File: src/verilog/acore_pkg.sv
package acore_pkg;

    localparam int NTI   = 4;               // interleaved slices
    localparam int NADC  = 8;               // magnitude bits
    localparam int NIN   = 9;               // rx sample, two's complement
    localparam int NID   = 2;               // slice id bits
    localparam int NDIV  = 4;               // divider control bits
    localparam int NWORD = NID + 1 + NADC;  // id, sign, magnitude
    localparam int NCRED = 4;               // credits held by the digital core
    localparam int NCNT  = 3;               // credit counter bits

    // result word layout, msb first
    localparam int W_MAG_LSB  = 0;
    localparam int W_SIGN_BIT = NADC;
    localparam int W_ID_LSB   = NADC + 1;
    localparam int W_ID_MSB   = NWORD - 1;

    // full scale magnitude
    localparam logic [NADC-1:0] MAG_MAX = '1;

endpackage
File: src/verilog/analog_core.sv
module analog_core (
    input  logic                             ext_clk_i,
    input  logic                             rst_i,
    input  logic                             en_i,
    input  logic [acore_pkg::NDIV-1:0]       ndiv_i,
    input  logic signed [acore_pkg::NIN-1:0] rx_sample_i,
    input  logic                             cfg_we_i,
    input  logic [acore_pkg::NID-1:0]        cfg_slice_i,
    input  logic signed [acore_pkg::NIN-1:0] cfg_offset_i,
    input  logic                             credit_i,
    output logic [acore_pkg::NWORD-1:0]      data_o,
    output logic                             valid_o,
    output logic                             overrun_o
);
    import acore_pkg::*;

    logic [NTI-1:0]      strobe;
    logic [NTI-1:0]      req;
    logic [NTI-1:0]      sign;
    logic [NTI*NADC-1:0] adder;    // slice k at bits k*NADC
    logic [NTI-1:0]      grant;
    logic [NTI-1:0]      ovr;

    // sample strobes, one slice per period
    acore_clk_div iindiv (
        .ext_clk_i (ext_clk_i),
        .rst_i     (rst_i),
        .en_i      (en_i),
        .ndiv_i    (ndiv_i),
        .strobe_o  (strobe)
    );

    // 4-way TI ADC
    generate
        for (genvar k = 0; k < NTI; k++) begin : iADC
            acore_adc_slice iADC (
                .ext_clk_i    (ext_clk_i),
                .rst_i        (rst_i),
                .slice_idx_i  (NID'(k)),
                .strobe_i     (strobe[k]),
                .rx_sample_i  (rx_sample_i),
                .cfg_we_i     (cfg_we_i),
                .cfg_slice_i  (cfg_slice_i),
                .cfg_offset_i (cfg_offset_i),
                .grant_i      (grant[k]),
                .req_o        (req[k]),
                .sign_o       (sign[k]),
                .adder_o      (adder[k*NADC +: NADC]),
                .overrun_o    (ovr[k])
            );
        end
    endgenerate

    // result bus to the digital core
    acore_bus_arb iarb (
        .ext_clk_i (ext_clk_i),
        .rst_i     (rst_i),
        .req_i     (req),
        .sign_i    (sign),
        .adder_i   (adder),
        .credit_i  (credit_i),
        .grant_o   (grant),
        .data_o    (data_o),
        .valid_o   (valid_o)
    );

    assign overrun_o = |ovr;   // any slice dropped a sample

endmodule

File: src/verilog/acore_bus_arb.sv
module acore_bus_arb (
    input  logic                                       ext_clk_i,
    input  logic                                       rst_i,
    input  logic [acore_pkg::NTI-1:0]                  req_i,
    input  logic [acore_pkg::NTI-1:0]                  sign_i,
    input  logic [acore_pkg::NTI*acore_pkg::NADC-1:0]  adder_i,
    input  logic                                       credit_i,
    output logic [acore_pkg::NTI-1:0]                  grant_o,
    output logic [acore_pkg::NWORD-1:0]                data_o,
    output logic                                       valid_o
);
    import acore_pkg::*;

    logic [NID-1:0]   last_id_q;   // most recent winner
    logic [NID-1:0]   cand;
    logic [NID-1:0]   win_id;
    logic             win_found;
    logic             gnt_en;
    logic [NCNT-1:0]  credit_q;
    logic [NWORD-1:0] data_q;
    logic             valid_q;

    // search starts one past the last winner
    always_comb begin
        win_found = 1'b0;
        win_id    = last_id_q;
        cand      = last_id_q;
        for (int i = 1; i <= NTI; i++) begin
            cand = last_id_q + NID'(i);
            if (!win_found && req_i[cand]) begin
                win_found = 1'b1;
                win_id    = cand;
            end
        end
    end

    assign gnt_en  = win_found && (credit_q != '0);  // hold off without credit
    assign grant_o = gnt_en ? (NTI'(1) << win_id) : '0;

    always_ff @(posedge ext_clk_i) begin
        if (rst_i) begin
            last_id_q <= NID'(NTI - 1);   // slice 0 goes first
            credit_q  <= NCNT'(NCRED);
            valid_q   <= 1'b0;
        end else begin
            credit_q <= credit_q + NCNT'(credit_i) - NCNT'(gnt_en);
            valid_q  <= gnt_en;
            if (gnt_en) begin
                last_id_q <= win_id;
            end
        end
    end

    // word register, loaded only on a grant
    always_ff @(posedge ext_clk_i) begin
        if (gnt_en) begin
            data_q[W_ID_MSB:W_ID_LSB]   <= win_id;
            data_q[W_SIGN_BIT]          <= sign_i[win_id];
            data_q[W_SIGN_BIT-1:W_MAG_LSB] <= adder_i[win_id*NADC +: NADC];
        end
    end

    assign data_o  = data_q;
    assign valid_o = valid_q;

endmodule

File: src/verilog/acore_adc_slice.sv
module acore_adc_slice (
    input  logic                             ext_clk_i,
    input  logic                             rst_i,
    input  logic [acore_pkg::NID-1:0]        slice_idx_i,
    input  logic                             strobe_i,
    input  logic signed [acore_pkg::NIN-1:0] rx_sample_i,
    input  logic                             cfg_we_i,
    input  logic [acore_pkg::NID-1:0]        cfg_slice_i,
    input  logic signed [acore_pkg::NIN-1:0] cfg_offset_i,
    input  logic                             grant_i,
    output logic                             req_o,
    output logic                             sign_o,
    output logic [acore_pkg::NADC-1:0]       adder_o,
    output logic                             overrun_o
);
    import acore_pkg::*;

    logic signed [NIN-1:0] offset_q;
    logic signed [NIN:0]   diff;      // one bit wider than the sample
    logic [NIN:0]          diff_abs;
    logic [NADC-1:0]       mag;
    logic                  take;
    logic                  full_q;
    logic                  ovr_q;
    logic                  sign_q;
    logic [NADC-1:0]       mag_q;

    always_ff @(posedge ext_clk_i) begin
        if (rst_i) begin
            offset_q <= '0;
        end else if (cfg_we_i && (cfg_slice_i == slice_idx_i)) begin
            offset_q <= cfg_offset_i;
        end
    end

    // signed operands, extended to NIN+1 by the assignment context
    assign diff     = rx_sample_i - offset_q;
    assign diff_abs = diff[NIN] ? $unsigned(-diff) : $unsigned(diff);
    assign mag      = (|diff_abs[NIN:NADC]) ? MAG_MAX : diff_abs[NADC-1:0];

    // a full hold only makes room when it is granted this cycle
    assign take = strobe_i && !(full_q && !grant_i);

    always_ff @(posedge ext_clk_i) begin
        if (rst_i) begin
            full_q <= 1'b0;
            ovr_q  <= 1'b0;
        end else if (strobe_i && !take) begin
            ovr_q <= 1'b1;   // sample dropped, sticky
        end else if (take) begin
            full_q <= 1'b1;
        end else if (grant_i) begin
            full_q <= 1'b0;
        end
    end

    always_ff @(posedge ext_clk_i) begin
        if (take) begin
            sign_q <= diff[NIN];
            mag_q  <= mag;
        end
    end

    assign req_o     = full_q;
    assign sign_o    = sign_q;
    assign adder_o   = mag_q;
    assign overrun_o = ovr_q;

endmodule

File: src/verilog/acore_clk_div.sv
module acore_clk_div (
    input  logic                        ext_clk_i,
    input  logic                        rst_i,
    input  logic                        en_i,
    input  logic [acore_pkg::NDIV-1:0]  ndiv_i,
    output logic [acore_pkg::NTI-1:0]   strobe_o
);
    import acore_pkg::*;

    logic [NDIV-1:0] n_eff;
    logic [NDIV-1:0] cnt_q;
    logic [NTI-1:0]  ptr_q;    // one-hot, next slice to fire
    logic [NTI-1:0]  strobe_q;
    logic            expire;

    assign n_eff  = (ndiv_i == '0) ? NDIV'(1) : ndiv_i;  // 0 behaves as 1
    assign expire = (cnt_q == n_eff - NDIV'(1));

    always_ff @(posedge ext_clk_i) begin
        if (rst_i) begin
            cnt_q    <= '0;
            ptr_q    <= NTI'(1);
            strobe_q <= '0;
        end else if (!en_i) begin
            // disabled, restart from slice 0
            cnt_q    <= '0;
            ptr_q    <= NTI'(1);
            strobe_q <= '0;
        end else if (expire) begin
            cnt_q    <= '0;
            strobe_q <= ptr_q;
            ptr_q    <= {ptr_q[NTI-2:0], ptr_q[NTI-1]};  // hand enable to next slice
        end else begin
            cnt_q    <= cnt_q + NDIV'(1);
            strobe_q <= '0;
        end
    end

    assign strobe_o = strobe_q;

endmodule

File: config.mk
export PLATFORM = sky130hd
export DESIGN_NAME = analog_core
export DESIGN_NICKNAME = d
export VERILOG_FILES = /design/src/verilog/acore_pkg.sv /design/src/verilog/analog_core.sv /design/src/verilog/acore_bus_arb.sv /design/src/verilog/acore_adc_slice.sv /design/src/verilog/acore_clk_div.sv
export SDC_FILE = /design/constraint.sdc
export NUM_CORES = 1
export LEC_CHECK = 0
export CAP_MARGIN = 20
export CELL_PAD_IN_SITES_DETAIL_PLACEMENT = 0
export CELL_PAD_IN_SITES_GLOBAL_PLACEMENT = 1
export CORE_MARGIN = 5
export CORE_UTILIZATION = 55
export CTS_CLUSTER_SIZE = 24
export DETAILED_ROUTE_END_ITERATION = 16
export DONT_BUFFER_PORTS = 1
export GPL_TIMING_DRIVEN = 0
export PLACE_DENSITY_LB_ADDON = 0.1
export SYNTH_ARGS = -nofsm -noshare
export SYNTH_HDL_FRONTEND = slang
export SYNTH_HIERARCHICAL = 1
export SYNTH_SLANG_ARGS = --single-unit
File: constraint.sdc
create_clock -name ext_clk_i -period 5.5 [get_ports ext_clk_i]
set_clock_uncertainty 0.1 [all_clocks]
set_input_delay 0.825 -clock ext_clk_i [delete_from_list [all_inputs] [get_ports ext_clk_i]]
set_output_delay 0.825 -clock ext_clk_i [all_outputs]
set_load 0.01 [all_outputs]
# After elaboration in Yosys (flattened, before gate mapping)
# Index checks and enable logic that the tools add are counted.
dict set report op_classes {
  add_sub_neg 15
  n_lt_le_gt_ge 5
  n_eq_ne 4
  n_shift 2
  mux 32
  bitwise_logic 6
  reduce_logical 54
}
# cell count
set ops {}
lappend ops {{2-to-1 mux 10 bit} 4}
lappend ops {{negation 10 bit} 4}
lappend ops {{subtractor 9 x 9 -> 10 bit} 4}
lappend ops {{variable part select 32 x 6 -> 8 bit} 1}
lappend ops {{logical AND 1 bit} 20}
lappend ops {{2-to-1 mux 1 bit} 17}
lappend ops {{logical NOT 1 bit} 15}
lappend ops {{less-than comparator 2 x 3 -> 1 bit (second input constant)} 5}
lappend ops {{binary-select mux 1 bit (select 2 bit)} 5}
lappend ops {{OR reduction 2 bit} 5}
lappend ops {{2-to-1 mux 2 bit} 4}
lappend ops {{2-to-1 mux 4 bit} 2}
lappend ops {{AND reduction 2 bit} 4}
lappend ops {{nonzero test 2 bit} 4}
lappend ops {{inverter 1 bit} 6}
lappend ops {{OR reduction 3 bit} 2}
lappend ops {{adder 2 bit (second input constant)} 2}
lappend ops {{adder 4 x 1 -> 4 bit (second input constant)} 1}
lappend ops {{equality test 2 bit (second input constant)} 2}
lappend ops {{equality test 4 bit} 1}
lappend ops {{logical NOT 4 bit} 1}
lappend ops {{OR reduction 4 bit} 1}
lappend ops {{left shift 1 x 2 -> 4 bit (first input constant)} 1}
lappend ops {{subtractor 4 x 1 -> 4 bit (second input constant)} 1}
lappend ops {{6 further kinds} 6}
dict set report totals {
  ff_bits 109
  input_bits 29
  output_inout_bits 13
  wordCells 145
}

# Depth between registers and ports, before layout
# Gate-level depths: netlist of the first run.
dict set report depth {
  ltp_word 23
  depth_mapped 12
  depth_no_buf 12
}

# Modules after synthesis
# The synthesis of the first run kept the hierarchy.
# module n_inst cells_each area_each_um2
set modules_own_cells {}
lappend modules_own_cells {acore_adc_slice 4 156 1470.2}
lappend modules_own_cells {acore_bus_arb 1 138 1333.8}
lappend modules_own_cells {acore_clk_div 1 51 568.0}
lappend modules_own_cells {analog_core 1 3 15.0}

# Least setup slack after synthesis of the first run
# No wires, ideal clock.
dict set report synth_path {
  kind {input to register}
  start {input rx_sample_i[0] (netlist bit)}
  end {register iADC[0].iADC.mag_q[1], data pin}
  arrival_time_ns 3.038
  required_ns 5.243
  slack_ns 2.205
  path_stages 12
  n_path_buf 1
  path_cell_list {inv_1 ha_1 inv_1 fa_1 a21o_1 a21oi_1 xor2_1 and3b_1 buf_1 nor2_1 mux2_4 a32oi_1}
}
dict set report synth_via {
  elab_chain_cells 4
}
# item line_no
set synth_lines {}
lappend synth_lines {{start: declaration} analog_core.sv:6} ;# input logic signed [acore_pkg::NIN-1:0] rx_sample_i,
lappend synth_lines {{subtractor 9 x 9 -> 10 bit *} acore_adc_slice.sv:37} ;# assign diff = rx_sample_i - offset_q;
lappend synth_lines {{negation 10 bit} acore_adc_slice.sv:38} ;# assign diff_abs = diff[NIN] ? $unsigned(-diff) : $unsigned(diff);
lappend synth_lines {{2-to-1 mux 10 bit *} acore_adc_slice.sv:38}
lappend synth_lines {{OR reduction 2 bit} acore_adc_slice.sv:39} ;# assign mag = (|diff_abs[NIN:NADC]) ? MAG_MAX : diff_abs[NADC-1:0];
lappend synth_lines {{end signal: assignment} acore_adc_slice.sv:60} ;# mag_q <= mag;
lappend synth_lines {{end: declaration} acore_adc_slice.sv:26} ;# logic [NADC-1:0] mag_q;
# Mark *: on every way between the ends. The rest lies on a longest branch, timed or not.
# A chain may end at the register's enable or synchronous reset.

# Worst setup path after layout of the first run
dict set report layout_path {
  start {input rx_sample_i[0] (netlist bit)}
  end {register iADC[2].iADC.mag_q[6], data pin}
}
dict set report layout_via {
  elab_chain_cells 4
}
# item line_no
set layout_lines {}
lappend layout_lines {{subtractor 9 x 9 -> 10 bit *} acore_adc_slice.sv:37}
lappend layout_lines {{negation 10 bit} acore_adc_slice.sv:38}
lappend layout_lines {{2-to-1 mux 10 bit *} acore_adc_slice.sv:38}
lappend layout_lines {{OR reduction 2 bit} acore_adc_slice.sv:39}
lappend layout_lines {{end signal: assignment} acore_adc_slice.sv:60}
lappend layout_lines {{end: declaration} acore_adc_slice.sv:26}
# Marked as above.

==> flow_metrics.py, run 1 <==
metrics = {
    "status": {
        "status": "complete, no violations",
    },
    "job": {
        "maxCapViolations": 0,
    },
    "route": {
        "routed_wl_um": 17800,
        "drt-pass1-iter-count": 5,
        "avgRoutedWirePerCell_um": 17.5,
        "antenna_left": 0,
        "vias": 6023,
        "viasPerCell": 5.92,
        "drc": 0,
        "drt_iter0_markers": 330,
    },
    "grt": {
        "grt_start_max_net_pins": 22,
        "antenna_found_initial": 0,
        "grt_pass1_wl_um": 29500,
        "grt-ovfl-total": 0,
        "grt_pass1_vias": 5986,
        "grt_util_all_layers_pct": 22.2,
    },
    "sta": {
        "fin_setup_tns_ps": 0,
        "final-hold-violation-count": 0,
        "fin_ws_ps": 2110,
        "worst_slew_pin_slew_ps": 939,
        "max_slew_margin_pct": 37.2,
        "period_needed_ps": 3390,
        "slew_violations": 0,
        "whs_ps": 370,
        "rsz0062_at_grt": "no",
        "max_freq_ghz": 0.295,
        "timing.final.crit_share_pct": 61.6,
        "setup_viol": 0,
    },
    "cts": {
        "cts.clk_slew.worst_paths_ps": 80,
        "hold_buffers": 0,
        "ctsLongestPathBuffers": 2,
        "cts_max_level": 3,
        "worstSkewPairLatency_ps": 360,
        "cts-root-buf": "clkbuf_16",
        "postCtsSetupBuffers": 0,
        "cts_made_buffers": 9,
        "tritoncts": "built",
        "cts_sinks": 109,
        "postCtsResizedCells": 0,
    },
    "yosys": {
        "yosysUniqueCellTypes": 74,
        "synth.avg_cell_area_um2": 9.56,
        "synth_edf_count": 47,
        "yosysWarnings": 6,
        "seq_area_frac_synth_pct": 34.0,
        "ys_seq_elements": 109,
        "synth-async-reset-ratio_pct": 0,
        "syn_area_um2": 7800,
        "synthCells": 816,
        "synth-main-ff-cell": "dfxtp_1",
    },
    "setup_path": {
        "critPathBufInv": 2,
        "worstPathMaxFanout": 7,
        "cp.depth": 11,
        "worstSetupPathType": "input port to register",
        "cp_slowest_cell": "xnor2_1",
        "slowest_delay_ps": 440,
        "cp.arrival_ps": 3440,
        "cp-end-kind": "register",
        "cp-start-kind": "input port",
        "worstPathRequired_ps": 5550,
        "worst-r2r-cell-count": 10,
        "crit_chain": "inv_1 -> ha_1 -> inv_1 -> fa_1 -> xnor2_1 -> nand3_1 -> mux2i_1 -> o2111ai_2 -> o211ai_2 -> a211oi_1 -> a211oi_1",
        "critPathTopFamily": "compound AO/OA/AOI/OAI gates",
    },
    "die": {
        "core_area_um2": 13900,
        "io_pins": 42,
        "initial_utilization_pct": 56.2,
        "die_h_um": 129,
        "die_area_um2": 16700,
        "die_w_um": 129,
        "rows": 43,
    },
    "cells_and_area": {
        "areaGrowthSynthToFinish_pct": 7.04,
        "n_fill_cell": 1200,
        "regArea_um2": 2650,
        "drive_gt1_share_pct": 12.2,
        "nets": 911,
        "multiInputGateArea_um2": 4640,
        "fin_area_um2": 8350,
        "layout_common_cells": "86 x inv_1, 86 x nor2_1, 62 x dfxtp_1, 50 x mux2i_1, 47 x edfxtp_1",
        "utilization_pct": 60.1,
        "n_antenna_cell": 0,
    },
    "place": {
        "place_ws_ps": 1740,
        "dpl_cell_area_um2": 8050,
        "dpl.hpwl_um": 14200,
        "io_buffers": 0,
        "gp_congestion": 0.874,
    },
    "power": {
        "p_int_uw": 1430,
        "power_switching_uw": 669,
        "seq_power_share_pct": 42.5,
        "p_sw_share_pct": 31.8,
        "p_clk_share_pct": 30.9,
        "peakVddDrop_mv": 0.162,
        "power.leakage_uw": 0.00334,
        "p_comb_share_pct": 26.5,
        "p_per_area_nw_per_um2": 252,
    },
    "hold_path": {
        "worstHoldPathType": "register to register",
        "holdPathStages": 2,
    },
}
-- metal layers --
metal	vias to the layer above	share of wire (%)	wire length, um	GRT usage [%]
met3	29	3.2	563	3.17
li1	3011	-	-	-
met5	-	0	0	0
met4	0	2.5	442	8.59
met2	100	49	8630	37.5
met1	2883	46	8140	28.8
-- stage by stage --
step | instances | total power, uW
2_1_floorplan | 822 | 1360
3_3_place_gp | 1002 | 1450
3_5_place_dp | 1002 | 1470
4_1_cts | 1018 | 2120
5_1_grt | 1018 | 2220
6_report | 1018 | 2100
-- worst register-to-register path: stages, from the launching register on --
cell	delay (ps)
dfxtp_1	340
ha_1	200
inv_1	60
fa_1	400
xnor2_1	440
nand3_1	140
mux2i_1	320
o2111ai_2	230
o211ai_2	360
a211oi_1	100
a211oi_1	330
-- cell type report --
type / instances / area share [%]
Tap cell: 180 / 2.70
Clock buffer: 9 / 2.70
Buffer: 31 / 2.23
Clock inverter: 7 / 0.914
Sequential cell: 109 / 31.8
Inverter: 91 / 4.09
Multi-Input combinational cell: 591 / 55.6
-- synthesized netlist by cell type, drive strengths merged, types with 5 or more instances --
master | instances | area [um^2]
nor3b | 6 | 50.1
nand2b | 21 | 169
a31oi | 9 | 71.3
buf | 22 | 153
and2 | 6 | 40.0
a22oi | 8 | 60.1
mux2i | 50 | 500
clkbuf | 9 | 33.8
nand2 | 16 | 62.6
o2111ai | 8 | 95.1
nor2b | 21 | 131
ha | 44 | 551
a32oi | 22 | 193
and3b | 5 | 43.8
a221oi | 16 | 260
o21ai | 30 | 154
a211oi | 26 | 195
dfxtp | 62 | 1240
a21oi | 34 | 170
nor3 | 24 | 158
a21o | 8 | 60.1
o31ai | 6 | 83.8
xnor2 | 22 | 193
mux2 | 5 | 75.1
a211o | 8 | 70.1
fa | 5 | 100
nand3 | 21 | 105
o211ai | 5 | 57.6
inv | 87 | 327
or2 | 12 | 75.1
and3 | 9 | 76.3
nor2 | 86 | 323
xor2 | 11 | 126
edfxtp | 47 | 1410
-- path summary, 6_finish.rpt --
kind	from	slack (ps)	to
worst min register to register	iindiv/ptr_q[1]$_SDFFE_PP0N_	370	iindiv/strobe_o[1]$_SDFF_PP0_
worst min-delay path	iindiv/ptr_q[1]$_SDFFE_PP0N_	370	iindiv/strobe_o[1]$_SDFF_PP0_
worst max-delay path	rx_sample_i[0]	2110	iADC[2].iADC/adder_o[6]$_SDFFCE_PP1P_
worst max register to register	iADC[2].iADC/offset_q[0]$_SDFFE_PP0P_	2280	iADC[2].iADC/adder_o[6]$_SDFFCE_PP1P_
-- logic make-up after synthesis --
family / after synthesis / share of synthesized area [%]
AND/OR/NAND/NOR: 252 / 18.8
other: 2 / 0.0963
multiplexers: 55 / 7.38
buffers and inverters: 122 / 6.77
adder cells (fa/ha/maj): 49 / 8.34
flip-flops: 109 / 34.0
AO/OA/AOI/OAI: 193 / 20.2
XOR/XNOR: 34 / 4.38
-- power by group through the flow --
stage | logic, uW | clock network, uW | registers, uW
floorplan | 453 | 0 | 909
global placement | 538 | 0 | 912
detailed placement | 553 | 0 | 913
CTS | 556 | 667 | 894
global route | 619 | 700 | 898
finish | 558 | 650 | 894
-- flip-flops by register name, indices dropped and copies added (netlist names) --
name                 count
iADC.iADC/overrun_o      4
iADC.iADC/adder_o       32
iindiv/cnt_q             4
iarb/credit_q            3
iADC.iADC/req_o          4
iindiv/ptr_q             4
iarb/valid_o             1
iindiv/strobe_o          4
iADC.iADC/offset_q      36
iADC.iADC/sign_o         4
iarb/data_o             11
iarb/last_id_q           2
Power figures use the tool's default switching activity.
==> inputs of run 2 (changes only) <==
Settings changed: CORE_UTILIZATION 55 to 51.
Clock period 5.5 ns to 3.2 ns, I/O delays scaled along.
==> flow_metrics.py, run 2 (same netlist as run 1, synthesis figures left out) <==
metrics = {
    "status": {
        "status": "complete, no violations",
    },
    "cells_and_area": {
        "fin_area_um2": 8540,
        "nets": 916,
        "top_register": "iADC.iADC/offset_q",
        "utilization_pct": 56.6,
        "n_antenna_cell": 0,
        "areaGrowthSynthToFinish_pct": 9.56,
        "layout_common_cells": "86 x nor2_1, 85 x inv_1, 62 x dfxtp_1, 49 x mux2i_1, 47 x edfxtp_1",
        "final_common_cell": "nor2_1",
        "largest_reg_flops": 36,
        "drive_gt1_share_pct": 14.5,
    },
    "place": {
        "dpl_cell_area_um2": 8060,
        "io_buffers": 0,
        "place_ws_ps": -189,
        "dpl.hpwl_um": 14400,
        "gp_congestion": 0.878,
    },
    "sta": {
        "period_needed_ps": 3080,
        "whs_ps": 74.5,
        "setup_viol": 0,
        "final-hold-violation-count": 0,
        "timing.final.crit_share_pct": 96.3,
        "fin_ws_ps": 117,
        "worst_slew_pin_slew_ps": 957,
        "slew_violations": 0,
        "rsz0062_at_grt": "yes",
        "max_freq_ghz": 0.324,
        "max_slew_margin_pct": 36.1,
    },
    "setup_path": {
        "worst-r2r-cell-count": 10,
        "timing.rr.end": "iADC[2].iADC/adder_o[6]$_SDFFCE_PP1P_",
        "worstSetupPathType": "register to register",
        "cp.arrival_ps": 3080,
        "rrSetupSlack_ps": 120,
        "cp-startpoint": "iADC[2].iADC/offset_q[0]$_SDFFE_PP0P_",
        "cp-end-kind": "register",
        "cp-start-kind": "register",
        "reg2reg_from": "iADC[2].iADC/offset_q[0]$_SDFFE_PP0P_",
        "worstPathMaxFanout": 4,
        "worstPathRequired_ps": 3190,
    },
    "route": {
        "drc": 0,
        "vias": 6018,
        "antenna_left": 0,
        "drt-pass1-iter-count": 5,
        "avgRoutedWirePerCell_um": 17.6,
        "viasPerCell": 5.84,
        "routed_wl_um": 18200,
        "drt_iter0_markers": 358,
    },
    "power": {
        "power.total_uw": 3720,
        "power.leakage_uw": 0.00342,
        "p_per_area_nw_per_um2": 436,
        "peakVddDrop_mv": 0.263,
    },
    "cts": {
        "cts.clk_slew.worst_paths_ps": 80,
        "cts_sinks": 109,
        "hold_buffers": 0,
        "cts_max_level": 3,
        "worstSkewPairLatency_ps": 360,
        "cts-root-buf": "clkbuf_16",
        "cts_made_buffers": 9,
        "ctsLongestPathBuffers": 2,
        "tritoncts": "built",
    },
    "die": {
        "io_pins": 42,
        "die_area_um2": 17900,
        "die_h_um": 134,
        "core_area_um2": 15100,
        "initial_utilization_pct": 51.7,
        "die_w_um": 134,
        "rows": 45,
    },
    "grt": {
        "grt_start_max_net_pins": 22,
        "grt_pass1_vias": 5881,
        "antenna_found_initial": 0,
        "grt_pass1_wl_um": 29600,
        "grt_util_all_layers_pct": 20.6,
        "grt-ovfl-total": 0,
    },
    "hold_path": {
        "worstHoldPathType": "input port to register",
        "hp-start": "rst_i",
        "holdPathStages": 1,
        "holdPathEnd": "iarb/credit_q[1]$_SDFF_PP0_",
    },
    "job": {
        "maxCapViolations": 0,
    },
}
[run 2: cell count changes in the layout (fill, tap and decap cells not counted), moves of 2 or more]
cell | before | now
a211o_1 | 8 | 5
a211o_2 | 0 | 3
buf_1 | 4 | 2
buf_4 | 4 | 10
clkinv_8 | 1 | 3
inv_8 | 3 | 1
o211ai_2 | 4 | 1
o211ai_4 | 0 | 3
xnor2_1 | 22 | 18
xnor2_2 | 0 | 4
xor2_1 | 7 | 3
xor2_2 | 4 | 7
[run 2: routing by layer]
metal,up-vias,GRT usage [%],part of all wire [%]
li1,3018,-,-
met4,0,7.09,2.4
met3,31,2.91,2.6
met2,116,35.2,48
met1,2853,26.9,47
met5,-,0,0
[run 2: how the worst max path moves through the flow]
| stage | endpoint | slack, ps | cells past startpoint |
|---|---|---|---|
| 6_report | iADC[2].iADC/adder_o[6]$_SDFFCE_PP1P_ | 120 | 10 |
| 3_3_place_gp | iADC[3].iADC/adder_o[6]$_SDFFCE_PP1P_ | -160 | 11 |
| 5_1_grt | iADC[2].iADC/adder_o[6]$_SDFFCE_PP1P_ | -10 | 10 |
| 2_1_floorplan | iADC[0].iADC/adder_o[1]$_SDFFCE_PP1P_ | 250 | 12 |
| 4_1_cts | iADC[3].iADC/adder_o[6]$_SDFFCE_PP1P_ | 7 | 10 |
| 3_5_place_dp | iADC[3].iADC/adder_o[6]$_SDFFCE_PP1P_ | -190 | 11 |
[run 2: area by class of cell]
cell class                      count  area (um^2)
Sequential cell                   109         2650
Clock inverter                      6         77.6
Buffer                             30          184
Inverter                           91          345
Tap cell                          188          235
Timing Repair Buffer                6         45.0
Multi-Input combinational cell    591         4750
Clock buffer                       10          250
Fill cell                        1327         6550
[run 2: report_power, final]
group          total [uW]  leakage (uW)  internal [uW]  switching, uW
Sequential           1540      0.000921           1510           27.2
Combinational        1020       0.00234            427            589
Clock                1170      0.000159            606            566
[run 2: timing repair]
action                     4_1_cts  5_1_grt
cloned                           0        0
setup endpoints to repair        1       29
resized for setup                2       17
setup buffers                    1        5
pin swaps                        1        4
[run 2: critical path, stage by stage (launching register included)]
cell and delay [ps]:
dfxtp_1 350, ha_1 200, inv_1 60, fa_1 420
a21o_1 220, a221oi_4 360, xor2_4 210, o2111ai_2 210
nand2b_4 220, o31ai_2 320, a211oi_1 150
[run 2: through the flow]
| step | TNS (ps) | instances |
|---|---|---|
| 5_1_grt | -18.4 | 1031 |
| 3_5_place_dp | -1480 | 1010 |
| 4_1_cts | 0 | 1027 |
| 2_1_floorplan | 0 | 822 |
| 6_report | 0 | 1031 |
| 3_3_place_gp | -754 | 1010 |
==> inputs of run 3 (changes only) <==
==> constraint.sdc (replaced) <==
create_clock -name ext_clk_i -period 3.2 [get_ports ext_clk_i]
set_clock_uncertainty 0.1 [all_clocks]
set_input_delay 0.16 -clock ext_clk_i [delete_from_list [all_inputs] [get_ports ext_clk_i]]
set_output_delay 0.16 -clock ext_clk_i [all_outputs]
set_load 0.01 [all_outputs]
==> flow_metrics.py, run 3 (same netlist as run 1, synthesis figures left out) <==
metrics = {
    "status": {
        "status": "complete, no violations",
    },
    "cells_and_area": {
        "fin_cells": 1043,
        "top_register": "iADC.iADC/offset_q",
        "areaGrowthSynthToFinish_pct": 11.0,
        "n_fill_cell": 1319,
        "nets": 927,
        "fin_area_um2": 8660,
        "largest_reg_flops": 36,
        "final_common_cell": "nor2_1",
        "layout_common_cells": "86 x nor2_1, 85 x inv_1, 62 x dfxtp_1, 49 x mux2i_1, 47 x edfxtp_1",
        "drive_gt1_share_pct": 14.3,
    },
    "power": {
        "seq_power_share_pct": 41.1,
        "p_sw_share_pct": 31.8,
        "p_per_area_nw_per_um2": 432,
        "peakVddDrop_mv": 0.262,
        "p_clk_share_pct": 31.2,
        "p_comb_share_pct": 27.7,
        "power_switching_uw": 1190,
        "power.leakage_uw": 0.00346,
        "p_int_uw": 2550,
    },
    "cts": {
        "cts_sinks": 109,
        "cts.clk_slew.worst_paths_ps": 80,
        "worstSkewPairLatency_ps": 360,
        "cts_max_level": 3,
        "tritoncts": "built",
        "cts-root-buf": "clkbuf_16",
        "ctsLongestPathBuffers": 2,
        "cts_made_buffers": 9,
    },
    "setup_path": {
        "critPathTopFamily": "compound AO/OA/AOI/OAI gates",
        "worstSetupPathType": "register to register",
        "cp-end-kind": "register",
        "cp_slowest_cell": "fa_1",
        "crit_chain": "ha_1 -> inv_1 -> fa_1 -> a21o_1 -> a21oi_1 -> xor2_2 -> o2111ai_2 -> nand2b_4 -> o31ai_2 -> a211oi_1",
        "cp-start-kind": "register",
        "critPathBufInv": 1,
        "cp.arrival_ps": 3070,
        "slowest_delay_ps": 420,
        "worstPathMaxFanout": 5,
        "worstPathRequired_ps": 3190,
    },
    "grt": {
        "grt_pass1_wl_um": 29800,
        "grt-busiest-layer": "met2",
        "grt_pass1_vias": 5924,
        "grt_util_all_layers_pct": 20.8,
        "grt_start_max_net_pins": 22,
        "grtUsageMet3_pct": 2.87,
        "antenna_found_initial": 1,
        "gr-usage-met1_pct": 27.2,
        "grt_util_met2_pct": 35.6,
        "grt-ovfl-total": 0,
    },
    "die": {
        "core_area_um2": 15100,
        "die_w_um": 134,
        "io_pins": 42,
        "die_h_um": 134,
        "initial_utilization_pct": 51.7,
        "die_area_um2": 17900,
        "rows": 45,
    },
    "route": {
        "avgRoutedWirePerCell_um": 17.6,
        "vias": 6082,
        "drt-pass1-iter-count": 5,
        "drt_iter0_markers": 345,
        "routed_wl_um": 18300,
        "viasPerCell": 5.83,
        "drc": 0,
        "antenna_left": 0,
    },
    "sta": {
        "slew_violations": 0,
        "timing.final.crit_share_pct": 96.1,
        "max_freq_ghz": 0.325,
        "max_slew_margin_pct": 34.2,
        "rsz0062_at_grt": "yes",
        "whs_ps": 26.9,
        "worst_slew_pin_slew_ps": 985,
        "setup_viol": 0,
        "final-hold-violation-count": 0,
        "fin_setup_tns_ps": 0,
        "period_needed_ps": 3080,
    },
    "hold_path": {
        "worstHoldPathType": "input port to register",
    },
    "place": {
        "io_buffers": 0,
        "dpl_cell_area_um2": 8060,
        "gp_congestion": 0.878,
        "dpl.hpwl_um": 14400,
        "dpl.cell_count": 1010,
    },
    "job": {
        "maxCapViolations": 0,
    },
}
-- run 3: cell types whose count changed in the layout (fill, tap and decap cells not counted) --
cell	previous run	this run
diode_2	0	1
dlygate4sd3_1	0	11
-- run 3: path summary, 6_finish.rpt --
| kind | start | to | slack [ps] | cells past startpoint |
|---|---|---|---|---|
| setup / recovery | iADC[2].iADC/offset_q[0]$_SDFFE_PP0P_ | iADC[2].iADC/adder_o[6]$_SDFFCE_PP1P_ | 120 | 10 |
| hold / removal | ndiv_i[0] | iindiv/strobe_o[1]$_SDFF_PP0_ | 30 | 3 |
| setup reg to reg | iADC[2].iADC/offset_q[0]$_SDFFE_PP0P_ | iADC[2].iADC/adder_o[6]$_SDFFCE_PP1P_ | 120 | 10 |
| hold reg to reg | iADC[0].iADC/overrun_o$_SDFFE_PP0P_ | iADC[0].iADC/overrun_o$_SDFFE_PP0P_ | 370 | 2 |
-- run 3: power groups by stage --
stage / clock network, uW / registers, uW / logic, uW
6_report: 1170 / 1540 / 1040
2_1_floorplan: 0 / 1560 / 779
3_3_place_gp: 0 / 1570 / 930
4_1_cts: 1200 / 1540 / 990
5_1_grt: 1250 / 1540 / 1150
3_5_place_dp: 0 / 1570 / 956
-- run 3: final cells by class --
class	count	area [um^2]	area share, %
multi-input cells	591	4750	54.9
flip-flops and latches	109	2650	30.6
inverters	91	345	3.99
clock buffers	10	250	2.89
well taps	188	235	2.72
plain buffers	30	184	2.12
repair buffers	17	155	1.79
clock inverters	6	77.6	0.896
diodes	1	2.50	0.0289
-- run 3: worst min-delay path: cells and delay by family --
| family | cells | cell delay [ps] |
|---|---|---|
| AND/OR/NAND/NOR | 3 | 290 |
-- run 3: per-stage QoR --
stage / worst slack (ps) / util (%) / total power, uW
final: 124 / 57.4 / 3740
after CTS: 6.71 / 56.4 / 3730
after floorplan: 385 / - / 2340
after global routing: -12.3 / 57.4 / 3940
after global placement: 42.1 / 53.4 / 2500
after detailed placement: 8.00 / 53.4 / 2530
-- run 3: what timing repair did --
item                                   4_1_cts  5_1_grt
gates resized for setup                      2       17
endpoints found under the hold margin       49        0
setup endpoints to repair                    1       29
hold buffers                                11        0
pin swaps                                    1        4
setup buffers                                1        5
cloned                                       0        0
-- run 3: metal layers --
| metal | wire [um] | vias up | share of wire [%] |
|---|---|---|---|
| li1 | - | 3038 | - |
| met1 | 8550 | 2888 | 47 |
| met2 | 8870 | 124 | 48 |
| met3 | 493 | 32 | 2.7 |
| met4 | 388 | 0 | 2.1 |
| met5 | 0 | - | 0 |
